<file path="src/include/scaler_macros.svh">
`ifndef SCALER_MACROS_SVH
`define SCALER_MACROS_SVH

// one colour channel sample
`define SCALER_PIXEL_WIDTH 12

// blend weight, 1.0 maps to 1024
`define SCALER_COE_WIDTH 10

// unsigned fixed point step, 4096 is 1.0
`define SCALER_UNITY_STEP 4096

// input and output position counters
`define SCALER_POS_WIDTH 24

// table index, top bits of the 12-bit fraction
`define SCALER_FRAC_BITS 8

// supported step range, 0.5 up to 4.0
`define SCALER_MIN_STEP 2048
`define SCALER_MAX_STEP 16384

`endif

</file>
<file path="src/scaler_cfg_pkg.sv">
`default_nettype none

package scaler_cfg_pkg;

    // horizontal step, unsigned fixed point with 12 fraction bits
    typedef logic [15:0] scale_step_t;

    // four-phase req/ack port
    typedef enum logic [1:0] {
        // waiting for req
        CFG_IDLE     = 2'd0,
        // step captured, ack high until req falls
        CFG_ACK_HIGH = 2'd1,
        // ack back low, one cycle before a new request
        CFG_ACK_LOW  = 2'd2
    } cfg_state_t;

endpackage

`default_nettype wire

</file>
<file path="src/scaler_video_pkg.sv">
`default_nettype none

`include "scaler_macros.svh"

package scaler_video_pkg;

    // one sample of the video channel
    typedef logic [`SCALER_PIXEL_WIDTH-1:0] pixel_t;

    // one bilinear weight
    // full weight would be 1024, which needs one more bit.
    // the table stores 1023 instead and relies on rounding
    typedef logic [`SCALER_COE_WIDTH-1:0] coe_t;

endpackage

`default_nettype wire

</file>
<file path="src/bilinear_coe_table.sv">
`default_nettype none

`include "scaler_macros.svh"

module bilinear_coe_table (
    input  wire logic                        clk,
    input  wire logic                        rst_n_i,
    input  wire logic [`SCALER_FRAC_BITS-1:0] frac_i,
    output scaler_video_pkg::coe_t           coe_near_o,
    output scaler_video_pkg::coe_t           coe_far_o
);

    import scaler_video_pkg::*;

    localparam int ENTRIES = 2 ** `SCALER_FRAC_BITS;
    localparam int FULL_WEIGHT = 2 ** `SCALER_COE_WIDTH;
    localparam int MAX_WEIGHT = FULL_WEIGHT - 1;
    localparam int FAR_SCALE = FULL_WEIGHT / ENTRIES;

    typedef coe_t coe_rom_t [ENTRIES];

    // far weight grows linearly with the fraction
    function automatic coe_rom_t build_rom(input bit near);
        coe_rom_t rom;
        int far_w;
        for (int idx = 0; idx < ENTRIES; idx++) begin
            far_w = idx * FAR_SCALE;
            if (near) begin
                // 1024 does not fit, so position zero saturates
                rom[idx] = coe_t'((FULL_WEIGHT - far_w > MAX_WEIGHT) ?
                                  MAX_WEIGHT : FULL_WEIGHT - far_w);
            end else begin
                rom[idx] = coe_t'(far_w);
            end
        end
        return rom;
    endfunction

    localparam coe_rom_t NEAR_ROM = build_rom(1'b1);
    localparam coe_rom_t FAR_ROM = build_rom(1'b0);

    always_ff @(posedge clk) begin
        if (!rst_n_i) begin
            coe_near_o <= '0;
            coe_far_o  <= '0;
        end else begin
            coe_near_o <= NEAR_ROM[frac_i];
            coe_far_o  <= FAR_ROM[frac_i];
        end
    end

endmodule

`default_nettype wire

</file>
<file path="src/h_scaler.sv">
`default_nettype none

`include "scaler_macros.svh"

module h_scaler (
    input  wire logic                        clk,
    input  wire logic                        rst_n_i,
    input  wire scaler_cfg_pkg::scale_step_t step_i,
    input  wire scaler_video_pkg::pixel_t    pix_i,
    input  wire logic                        de_i,
    input  wire logic                        hs_i,
    input  wire logic                        vs_i,
    output logic                             line_start_o,
    output scaler_video_pkg::pixel_t         pix_o,
    output logic                             de_o,
    output logic                             hs_o,
    output logic                             vs_o
);

    import scaler_video_pkg::*;

    localparam int POS_W = `SCALER_POS_WIDTH;
    localparam int FRAC_W = $clog2(`SCALER_UNITY_STEP);
    localparam int INT_W = POS_W - FRAC_W;
    localparam int PROD_W = `SCALER_PIXEL_WIDTH + `SCALER_COE_WIDTH;
    localparam int SUM_W = PROD_W + 1;

    localparam logic [POS_W-1:0] UNITY_POS = POS_W'(`SCALER_UNITY_STEP);
    // half of one output lsb after the shift by the weight width
    localparam logic [SUM_W-1:0] ROUND_ADD = SUM_W'(2 ** (`SCALER_COE_WIDTH - 1));

    logic [POS_W-1:0] in_pos;
    logic [POS_W-1:0] out_pos;
    logic             line_start;
    logic             emit;
    logic             sol_pend;
    logic             sof_pend;

    // newest and previous accepted pixels
    pixel_t hist_new;
    pixel_t hist_old;

    // stage 1, taps captured together with the table lookup
    pixel_t tap_left;
    pixel_t tap_right;
    coe_t   coe_near;
    coe_t   coe_far;

    // stages 2 and 3
    logic [PROD_W-1:0] prod_left;
    logic [PROD_W-1:0] prod_right;
    logic [SUM_W-1:0]  sum;

    // flags following the data through stages 1 to 3
    logic [2:0] de_pipe;
    logic [2:0] hs_pipe;
    logic [2:0] vs_pipe;

    assign line_start = de_i & hs_i;
    assign line_start_o = line_start;

    // integer part of the input position is past the left tap of the output
    assign emit = {1'b0, in_pos[POS_W-1 -: INT_W]} >=
                  ({1'b0, out_pos[POS_W-1 -: INT_W]} + (INT_W + 1)'(1));

    always_ff @(posedge clk) begin
        if (!rst_n_i) begin
            in_pos <= '0;
        end else if (line_start) begin
            in_pos <= '0;
        end else if (de_i) begin
            in_pos <= in_pos + UNITY_POS;
        end
    end

    always_ff @(posedge clk) begin
        if (de_i) begin
            hist_new <= pix_i;
            hist_old <= hist_new;
        end
    end

    // line start wins over an emit from the previous line
    always_ff @(posedge clk) begin
        if (!rst_n_i) begin
            out_pos  <= '0;
            sol_pend <= 1'b0;
            sof_pend <= 1'b0;
        end else begin
            if (emit) begin
                out_pos  <= out_pos + POS_W'(step_i);
                sol_pend <= 1'b0;
                sof_pend <= 1'b0;
            end
            if (line_start) begin
                out_pos  <= '0;
                sol_pend <= 1'b1;
                sof_pend <= vs_i;
            end
        end
    end

    bilinear_coe_table u_coe_table (
        .clk        (clk),
        .rst_n_i    (rst_n_i),
        .frac_i     (out_pos[FRAC_W-1 -: `SCALER_FRAC_BITS]),
        .coe_near_o (coe_near),
        .coe_far_o  (coe_far)
    );

    always_ff @(posedge clk) begin
        if (emit) begin
            tap_left  <= hist_old;
            tap_right <= hist_new;
        end
    end

    // multiply, then sum with rounding
    always_ff @(posedge clk) begin
        prod_left  <= coe_near * tap_left;
        prod_right <= coe_far * tap_right;
        sum        <= SUM_W'(prod_left) + SUM_W'(prod_right) + ROUND_ADD;
    end

    always_ff @(posedge clk) begin
        if (de_pipe[2]) begin
            if (sum[SUM_W-1 -: SUM_W - PROD_W] != '0) begin
                pix_o <= '1;
            end else begin
                pix_o <= sum[`SCALER_COE_WIDTH +: `SCALER_PIXEL_WIDTH];
            end
        end
    end

    // sync alignment, 4 cycles from the emit decision
    always_ff @(posedge clk) begin
        if (!rst_n_i) begin
            de_pipe <= '0;
            hs_pipe <= '0;
            vs_pipe <= '0;
            de_o    <= 1'b0;
            hs_o    <= 1'b0;
            vs_o    <= 1'b0;
        end else begin
            de_pipe <= {de_pipe[1:0], emit};
            hs_pipe <= {hs_pipe[1:0], emit & sol_pend};
            vs_pipe <= {vs_pipe[1:0], emit & sof_pend};
            de_o    <= de_pipe[2];
            hs_o    <= hs_pipe[2];
            vs_o    <= vs_pipe[2];
        end
    end

endmodule

`default_nettype wire

</file>
<file path="src/h_scaler_top.sv">
`default_nettype none

module h_scaler_top (
    input  wire logic                        clk,
    input  wire logic                        rst_n_i,

    // configuration port, four-phase req/ack
    input  wire logic                        cfg_req_i,
    input  wire scaler_cfg_pkg::scale_step_t cfg_step_i,
    output wire logic                        cfg_ack_o,

    // video in
    input  wire scaler_video_pkg::pixel_t    pix_i,
    input  wire logic                        de_i,
    input  wire logic                        hs_i,
    input  wire logic                        vs_i,

    // video out
    output wire scaler_video_pkg::pixel_t    pix_o,
    output wire logic                        de_o,
    output wire logic                        hs_o,
    output wire logic                        vs_o
);

    import scaler_cfg_pkg::*;

    scale_step_t step_active;
    logic        line_start;

    scale_cfg_regs u_cfg (
        .clk           (clk),
        .rst_n_i       (rst_n_i),
        .cfg_req_i     (cfg_req_i),
        .cfg_step_i    (cfg_step_i),
        .cfg_ack_o     (cfg_ack_o),
        .line_start_i  (line_start),
        .step_active_o (step_active)
    );

    // step switches on the line start pulse from the scaler
    h_scaler u_scaler (
        .clk          (clk),
        .rst_n_i      (rst_n_i),
        .step_i       (step_active),
        .pix_i        (pix_i),
        .de_i         (de_i),
        .hs_i         (hs_i),
        .vs_i         (vs_i),
        .line_start_o (line_start),
        .pix_o        (pix_o),
        .de_o         (de_o),
        .hs_o         (hs_o),
        .vs_o         (vs_o)
    );

endmodule

`default_nettype wire

</file>
<file path="src/scale_cfg_regs.sv">
`default_nettype none

`include "scaler_macros.svh"

module scale_cfg_regs (
    input  wire logic                        clk,
    input  wire logic                        rst_n_i,
    input  wire logic                        cfg_req_i,
    input  wire scaler_cfg_pkg::scale_step_t cfg_step_i,
    output logic                             cfg_ack_o,
    input  wire logic                        line_start_i,
    output scaler_cfg_pkg::scale_step_t      step_active_o
);

    import scaler_cfg_pkg::*;

    localparam scale_step_t UNITY_STEP = scale_step_t'(`SCALER_UNITY_STEP);
    localparam scale_step_t MIN_STEP = scale_step_t'(`SCALER_MIN_STEP);
    localparam scale_step_t MAX_STEP = scale_step_t'(`SCALER_MAX_STEP);

    cfg_state_t  state;
    scale_step_t step_pending;
    scale_step_t step_clamped;

    // keep the step inside 0.5 .. 4.0
    always_comb begin
        if (cfg_step_i < MIN_STEP) begin
            step_clamped = MIN_STEP;
        end else if (cfg_step_i > MAX_STEP) begin
            step_clamped = MAX_STEP;
        end else begin
            step_clamped = cfg_step_i;
        end
    end

    assign cfg_ack_o = (state == CFG_ACK_HIGH);

    always_ff @(posedge clk) begin
        if (!rst_n_i) begin
            state        <= CFG_IDLE;
            step_pending <= UNITY_STEP;
        end else begin
            case (state)
                CFG_IDLE: begin
                    if (cfg_req_i) begin
                        step_pending <= step_clamped;
                        state        <= CFG_ACK_HIGH;
                    end
                end
                CFG_ACK_HIGH: begin
                    if (!cfg_req_i) begin
                        state <= CFG_ACK_LOW;
                    end
                end
                // ack already low, idle next
                CFG_ACK_LOW: state <= CFG_IDLE;
                default:     state <= CFG_IDLE;
            endcase
        end
    end

    // a line never sees two different steps
    always_ff @(posedge clk) begin
        if (!rst_n_i) begin
            step_active_o <= UNITY_STEP;
        end else if (line_start_i) begin
            step_active_o <= step_pending;
        end
    end

endmodule

`default_nettype wire

</file>
<file path="config.mk">
export PLATFORM = sky130hd
export DESIGN_NAME = h_scaler_top
export DESIGN_NICKNAME = d
export VERILOG_FILES = /design/src/scaler_cfg_pkg.sv /design/src/scaler_video_pkg.sv /design/src/bilinear_coe_table.sv /design/src/h_scaler.sv /design/src/h_scaler_top.sv /design/src/scale_cfg_regs.sv
export VERILOG_INCLUDE_DIRS = /design/src /design/src/include
export SDC_FILE = /design/constraint.sdc
export NUM_CORES = 1
export LEC_CHECK = 0
export BUFFER_PORTS_ARGS = -buffer_cell sky130_fd_sc_hd__buf_4
export CAP_MARGIN = 30
export CELL_PAD_IN_SITES_DETAIL_PLACEMENT = 0
export CELL_PAD_IN_SITES_GLOBAL_PLACEMENT = 1
export CORE_ASPECT_RATIO = 1.2
export CORE_MARGIN = 2
export CORE_UTILIZATION = 54
export DETAILED_ROUTE_END_ITERATION = 10
export HOLD_SLACK_MARGIN = 0.02
export MAX_ROUTING_LAYER = met4
export PLACE_DENSITY_LB_ADDON = 0.1
export SYNTH_ARGS = -nofsm -noshare
export SYNTH_HDL_FRONTEND = slang
export SYNTH_SLANG_ARGS = --single-unit
</file>
<file path="constraint.sdc">
create_clock -name clk -period 12.6 [get_ports clk]
set_clock_uncertainty 0.05 [all_clocks]
set_input_delay 2.52 -clock clk [delete_from_list [all_inputs] [get_ports clk]]
set_output_delay 2.52 -clock clk [all_outputs]
set_load 0.005 [all_outputs]
</file>
# Word-level counts from Yosys, hierarchy flattened

Memory sizes are Yosys's and may differ from the RTL's. A register that Yosys moved wholly into a read port is not among the register bits.
Index checks and enable logic that the tools add are counted.

$add $sub $neg: 5
$mul: 2
Divide/modulo/power cells: 0
$lt $le $gt $ge: 3
Equal/unequal tests: 3
Shift-type cells: 0
Muxes and demuxes: 8
Bitwise gates (word level): 5
Reduce and logical (&&, ||, !) cells: 7

Operators with widths:

| operator                                                                           | number |
|---|---|
| 10-bit by 12-bit multiplier with 22-bit output                                     | 2 |
| 16-bit 2-to-1 mux                                                                  | 2 |
| 24-bit by 13-bit adder with 24-bit output (second input constant)                  | 1 |
| 24-bit by 16-bit adder with 24-bit output                                          | 1 |
| 22-bit by 22-bit adder with 23-bit output                                          | 1 |
| 23-bit by 10-bit adder with 23-bit output (second input constant)                  | 1 |
| 16-bit by 15-bit greater-than comparator with 1-bit output (second input constant) | 1 |
| 16-bit by 12-bit < comparator with 1-bit output (second input constant)            | 1 |
| 12-bit by 1-bit adder with 13-bit output (second input constant)                   | 1 |
| 12-bit by 13-bit >= comparator with 1-bit output                                   | 1 |
| 8-bit NOT with 9-bit output                                                        | 1 |
| 2-bit 2-to-1 mux                                                                   | 2 |
| 2-bit inequality test (second input constant)                                      | 2 |
| 2-bit case mux with 2 select lines                                                 | 1 |
| 2-bit AND reduction                                                                | 2 |
| 1-bit bitwise AND                                                                  | 3 |
| 1-bit 2-to-1 mux                                                                   | 3 |
| 2-bit by 1-bit equality test with 1-bit output (second input constant)             | 1 |
| 1-bit logical NOT                                                                  | 2 |
| 2-bit logical NOT                                                                  | 1 |
| 2-bit nonzero test                                                                 | 1 |
| 2-bit OR reduction                                                                 | 1 |
| 1-bit NOT                                                                          | 1 |

Register bits: 223
Latch bits: 0
Memory bits (writable): 0
Bits in read-only memories: 5,120
Input port bits: 34
Output and inout bits: 16
Word-level logic and storage cells: 56
Memories: 2

Memory list:

| name            | depth | width | read ports | clocked after memory_dff | write ports | line                     | text |
|---|---|---|---|---|---|---|---|
| (no name shown) | 256   | 10    | 1          | 1                        | 0           | bilinear_coe_table.sv:48 | `coe_far_o <= FAR_ROM[frac_i];` |
| (no name shown) | 256   | 10    | 1          | 1                        | 0           | bilinear_coe_table.sv:47 | `coe_near_o <= NEAR_ROM[frac_i];` |

# Logic depth before layout (Yosys ltp)

Depth in word-level cells: 4
Depth in mapped cells: 21
Depth with buffers taken out: 20

# By module

From an unflattened synthesis, not the netlist that was laid out.

Cell total of the unflattened synthesis: 1,730
Area, all modules: 16,923.7 um2

Modules (own cells, without submodules):

| module             | times used | cells each | area an instance (um2) | seq. area each (um2) |
|---|---|---|---|---|
| h_scaler           | 1          | 1,530      | 14,939.3               | 3,943.8 |
| scale_cfg_regs     | 1          | 137        | 1,330.0                | 680.7 |
| bilinear_coe_table | 1          | 63         | 654.4                  | 340.3 |

# Worst setup path before layout

OpenSTA, ideal clock, no wires.

Path type: reg2reg
From: register u_scaler.u_coe_table.coe_near_o[3]
To: register u_scaler.prod_left[18]
Library setup time: 0.072 ns
Arrival: 5.223 ns
Required time: 12.478 ns
Setup slack: 7.254 ns
Stages on the path, launching flop included: 22
Buffers on the path: 1
Clock period less this slack: 5.346 ns
Cell sequence: dfxtp_1 clkbuf_1 nand2_1 fa_1 inv_1 fa_1 inv_1 fa_1 inv_1 fa_1 inv_1 fa_1 inv_1 ha_1 a2111oi_0 o31a_1 or3b_2 a21oi_1 o31ai_1 nand2b_1 a21oi_1 xnor2_1

Longest elaborated chain between the ends: 1

Ends and longest elaborated chain:

| item                                           | line                    | text |
|---|---|---|
| start: declaration                             | bilinear_coe_table.sv:9 | `output scaler_video_pkg::coe_t coe_near_o,` |
| 10-bit by 12-bit multiplier with 22-bit output | h_scaler.sv:120         | `prod_left <= coe_near * tap_left;` |
| end signal: assignment                         | h_scaler.sv:120         |  |
| end: declaration                               | h_scaler.sv:50          | `logic [PROD_W-1:0] prod_left;` |

No other way between the ends.
A chain may end at the register's enable or synchronous reset.

# Final worst setup path

Ends and elaborated chain as after synthesis.

==> run_results.csv <==
group,metric,value,unit
run_status,status,"completed",
global_routing,antenna_found_initial,0,
finish,area_delta_synth_final,9.76,%
clock_tree,cts_resized,0,
drt,antenna_left,0,
critical_path,path_max_fanout,12,
drt,routed_via_density,5.30,
finish,antenna_cells,0,
floorplan,io_pins,50,
clock_tree,clock-sinks,214,
floorplan,placementRows,68,
floorplan,core,28600,um^2
critical_path,reg2reg_from,"u_scaler.u_coe_table.coe_near_o[3]",
worst_hold_path,hp-start,"u_scaler.hist_old[11]",
sta,max_freq,175,MHz
placement,io_buffers,49,
finish,drive_gt1_share,7.17,%
finish,stdcell_count,2016,
sta,finalCritPeriodShare,45.5,%
clock_tree,cts_tree,"yes",
logic_synthesis,yosysTopAreaCell,"dfxtp_1",
global_routing,overflow,0,
drt,vias,10700,
logic_synthesis,yosysWarnings,0,
logic_synthesis,synth_flop_cell,"dfxtp_1",
critical_path,cpPeakStageDelay,670,ps
drt,routed_wl,32300,um
finish,nFillCells,2535,
clock_tree,root_buffer,"clkbuf_16",
critical_path,cp_top_family,"adder cells",
sta,max_slew.worst_pin.slew,799,ps
sta,rsz0062_at_grt,"false",
clock_tree,htreeDepth,1,
critical_path,cp.required,13030,ps
global_routing,grt_pass1_vias,10800,
global_routing,grt_max_degree,49,
sta,fin_crit,5730,ps
drt,drt-pass1-iter-count,5,
placement,place_hpwl,25600,um
clock_tree,cts_buffer_depth,3,
clock_tree,insertion_delay,540,ps
clock_tree,post-cts-setup-buffers,0,
global_routing,grt_util_all_layers,22.6,%
critical_path,arrival,6160,ps
run,cap_violations,0,
logic_synthesis,synthDistinctLibCells,61,
drt,drc_errors,0,
finish,multi_input_area,9840,um^2
clock_tree,path_clk_slew,60,ps
sta,relSlewSlack,46.2,%
clock_tree,hold_buffers,0,
logic_synthesis,netlist_area,15600,um^2
clock_tree,cts-buffers-inserted,24,
floorplan,die_area,30200,um^2
logic_synthesis,seq_area_frac_synth,31.4,%
drt,drt-initial-drc-count,450,
critical_path,slowest_stage,"a2111oi_0",
finish,final_nets,1975,
logic_synthesis,synthArstFlopShare,0,%
logic_synthesis,ys_ff_latch,214,
placement,dp.cells,1972,
logic_synthesis,synth_cells,1577,
placement,pre_cts_slack,6800,ps
logic_synthesis,syn-mean-instance-area,9.88,um^2
sta,setup_violations,0,
drt,wire_per_inst,16.0,um
finish,regArea,4880,um^2
logic_synthesis,syn_nets,1939,
critical_path,cp-start-kind,"register",
critical_path,end_kind,"register",
logic_synthesis,synth-edff-count,60,
floorplan,die_y,190,um
placement,place.gp.congestion,0.843,
floorplan,die_w,159,um
logic_synthesis,synth_area_leaders,"dfxtp_1, fa_1, ha_1",
sta,maxSlewViolCount,0,
worst_hold_path,hp-class,"reg -> reg",
logic_synthesis,synth_top_area_share,19.8,%
critical_path,startpoint,"u_scaler.u_coe_table.coe_near_o[3]",
floorplan,initial_core_util,54.5,%
sta,fin_ws,6870,ps
critical_path,crit_type,"reg -> reg",
sta,hold_viol,0,
global_routing,grt_pass1_wl,53600,um
sta,fin_setup_tns,0,ps
critical_path,path_cells,"nand2_1 -> fa_1 -> inv_1 -> fa_1 -> inv_1 -> fa_1 -> inv_1 -> fa_1 -> inv_1 -> fa_1 -> inv_1 -> ha_1 -> a2111oi_0 -> o31a_1 -> or3b_2 -> a21oi_1 -> o31ai_1 -> nand2b_1 -> a21oi_1 -> xnor2_1",
critical_path,path_buf_inv,5,
==> sequential cells by signal, summed over array words and instances (netlist names), 2 cells and up <==
register / flops
u_scaler.out_pos: 24
u_scaler.prod_left: 20
u_scaler.prod_right: 20
u_cfg.step_active_o: 16
u_cfg.step_pending: 16
u_scaler.sum: 13
u_scaler.hist_new: 12
u_scaler.hist_old: 12
u_scaler.in_pos: 12
u_scaler.pix_o: 12
u_scaler.tap_left: 12
u_scaler.tap_right: 12
u_scaler.u_coe_table.coe_near_o: 9
u_scaler.u_coe_table.coe_far_o: 8
u_scaler.de_pipe: 3
u_scaler.hs_pipe: 3
u_scaler.vs_pipe: 3
u_cfg.state: 2
==> worst paths after layout <==
check                                end  slack (ps)  cells past startpoint
setup / recovery  u_scaler.prod_left[18]        6870                     20
hold / removal     u_scaler.tap_left[11]         350                      0
setup reg to reg  u_scaler.prod_left[18]        6870                     20
hold reg to reg    u_scaler.tap_left[11]         350                      0
==> cells by family (layout without fill, tap and decap cells) <==
kind of cell | count (synthesis) | in the layout | synth area share [%]
multiplexers | 11 | 11 | 0.707
adder cells (fa/ha/maj) | 328 | 328 | 33.1
AND/OR/NAND/NOR | 521 | 521 | 16.5
flip-flops | 214 | 214 | 31.4
buffers and inverters | 228 | 282 | 5.53
AO/OA/AOI/OAI | 203 | 203 | 8.76
XOR/XNOR | 72 | 72 | 4.05
==> metal layers <==
metal	vias to the layer above	GRT usage, %	wire length, um
li1	5297	-	-
met1	5164	26.6	13700
met2	160	40.8	16700
met3	63	2.73	1050
met4	0	6.96	938
met5	-	-	0
==> layout make-up <==
| cell class | count | share of cell area, % |
|---|---|---|
| clock buffer | 31 | 3.79 |
| clock inverter | 13 | 0.885 |
| inverter | 185 | 4.06 |
| multi-input combinational | 1135 | 57.6 |
| sequential | 214 | 28.6 |
| tap | 385 | 2.82 |
| timing repair buffer | 53 | 2.33 |
==> Yosys cell counts (30+ instances only) <==
cell and count:
a21oi_1 62, and2_1 147, clkbuf_1 38, dfxtp_1 154, edfxtp_1 60, fa_1 140, ha_1 188, inv_1 185
nand2_1 158, nor2_1 104, o21ai_0 33, xnor2_1 42, xor2_1 30
==> through the flow <==
step / utilization, % / hold slack, ps / instance area (um^2)
floorplan: - / 350 / 15600
global placement: 57.0 / 355 / 16300
detailed placement: 57.0 / 361 / 16300
CTS: 59.8 / 349 / 17100
global route: 59.8 / 379 / 17100
finish: 59.8 / 352 / 17100
==> layout by cell type, fill, tap and decap left out, drive strengths merged, types with 3 or more instances in the layout <==
cell,instances
o31ai,4
nand3,18
a21oi,62
clkbuf,31
ha,188
dfxtp,154
inv,187
o21bai,5
nor3,28
a22oi,10
nor2,104
and2,147
o21ai,33
or4,3
a211o,4
a211oi,12
nor2b,6
buf,53
and3,11
mux2i,11
o211ai,11
a21o,12
nand4,8
xor2,30
clkinv,8
a2111oi,3
bufinv,3
xnor2,42
o21a,12
nand2,158
a31oi,11
or3,9
fa,140
nand2b,3
o2111ai,8
or2,16
edfxtp,60
Power is left out: the tool's default activity adds up to more than one toggle a clock period on the data nets, which glitch-free logic cannot reach.
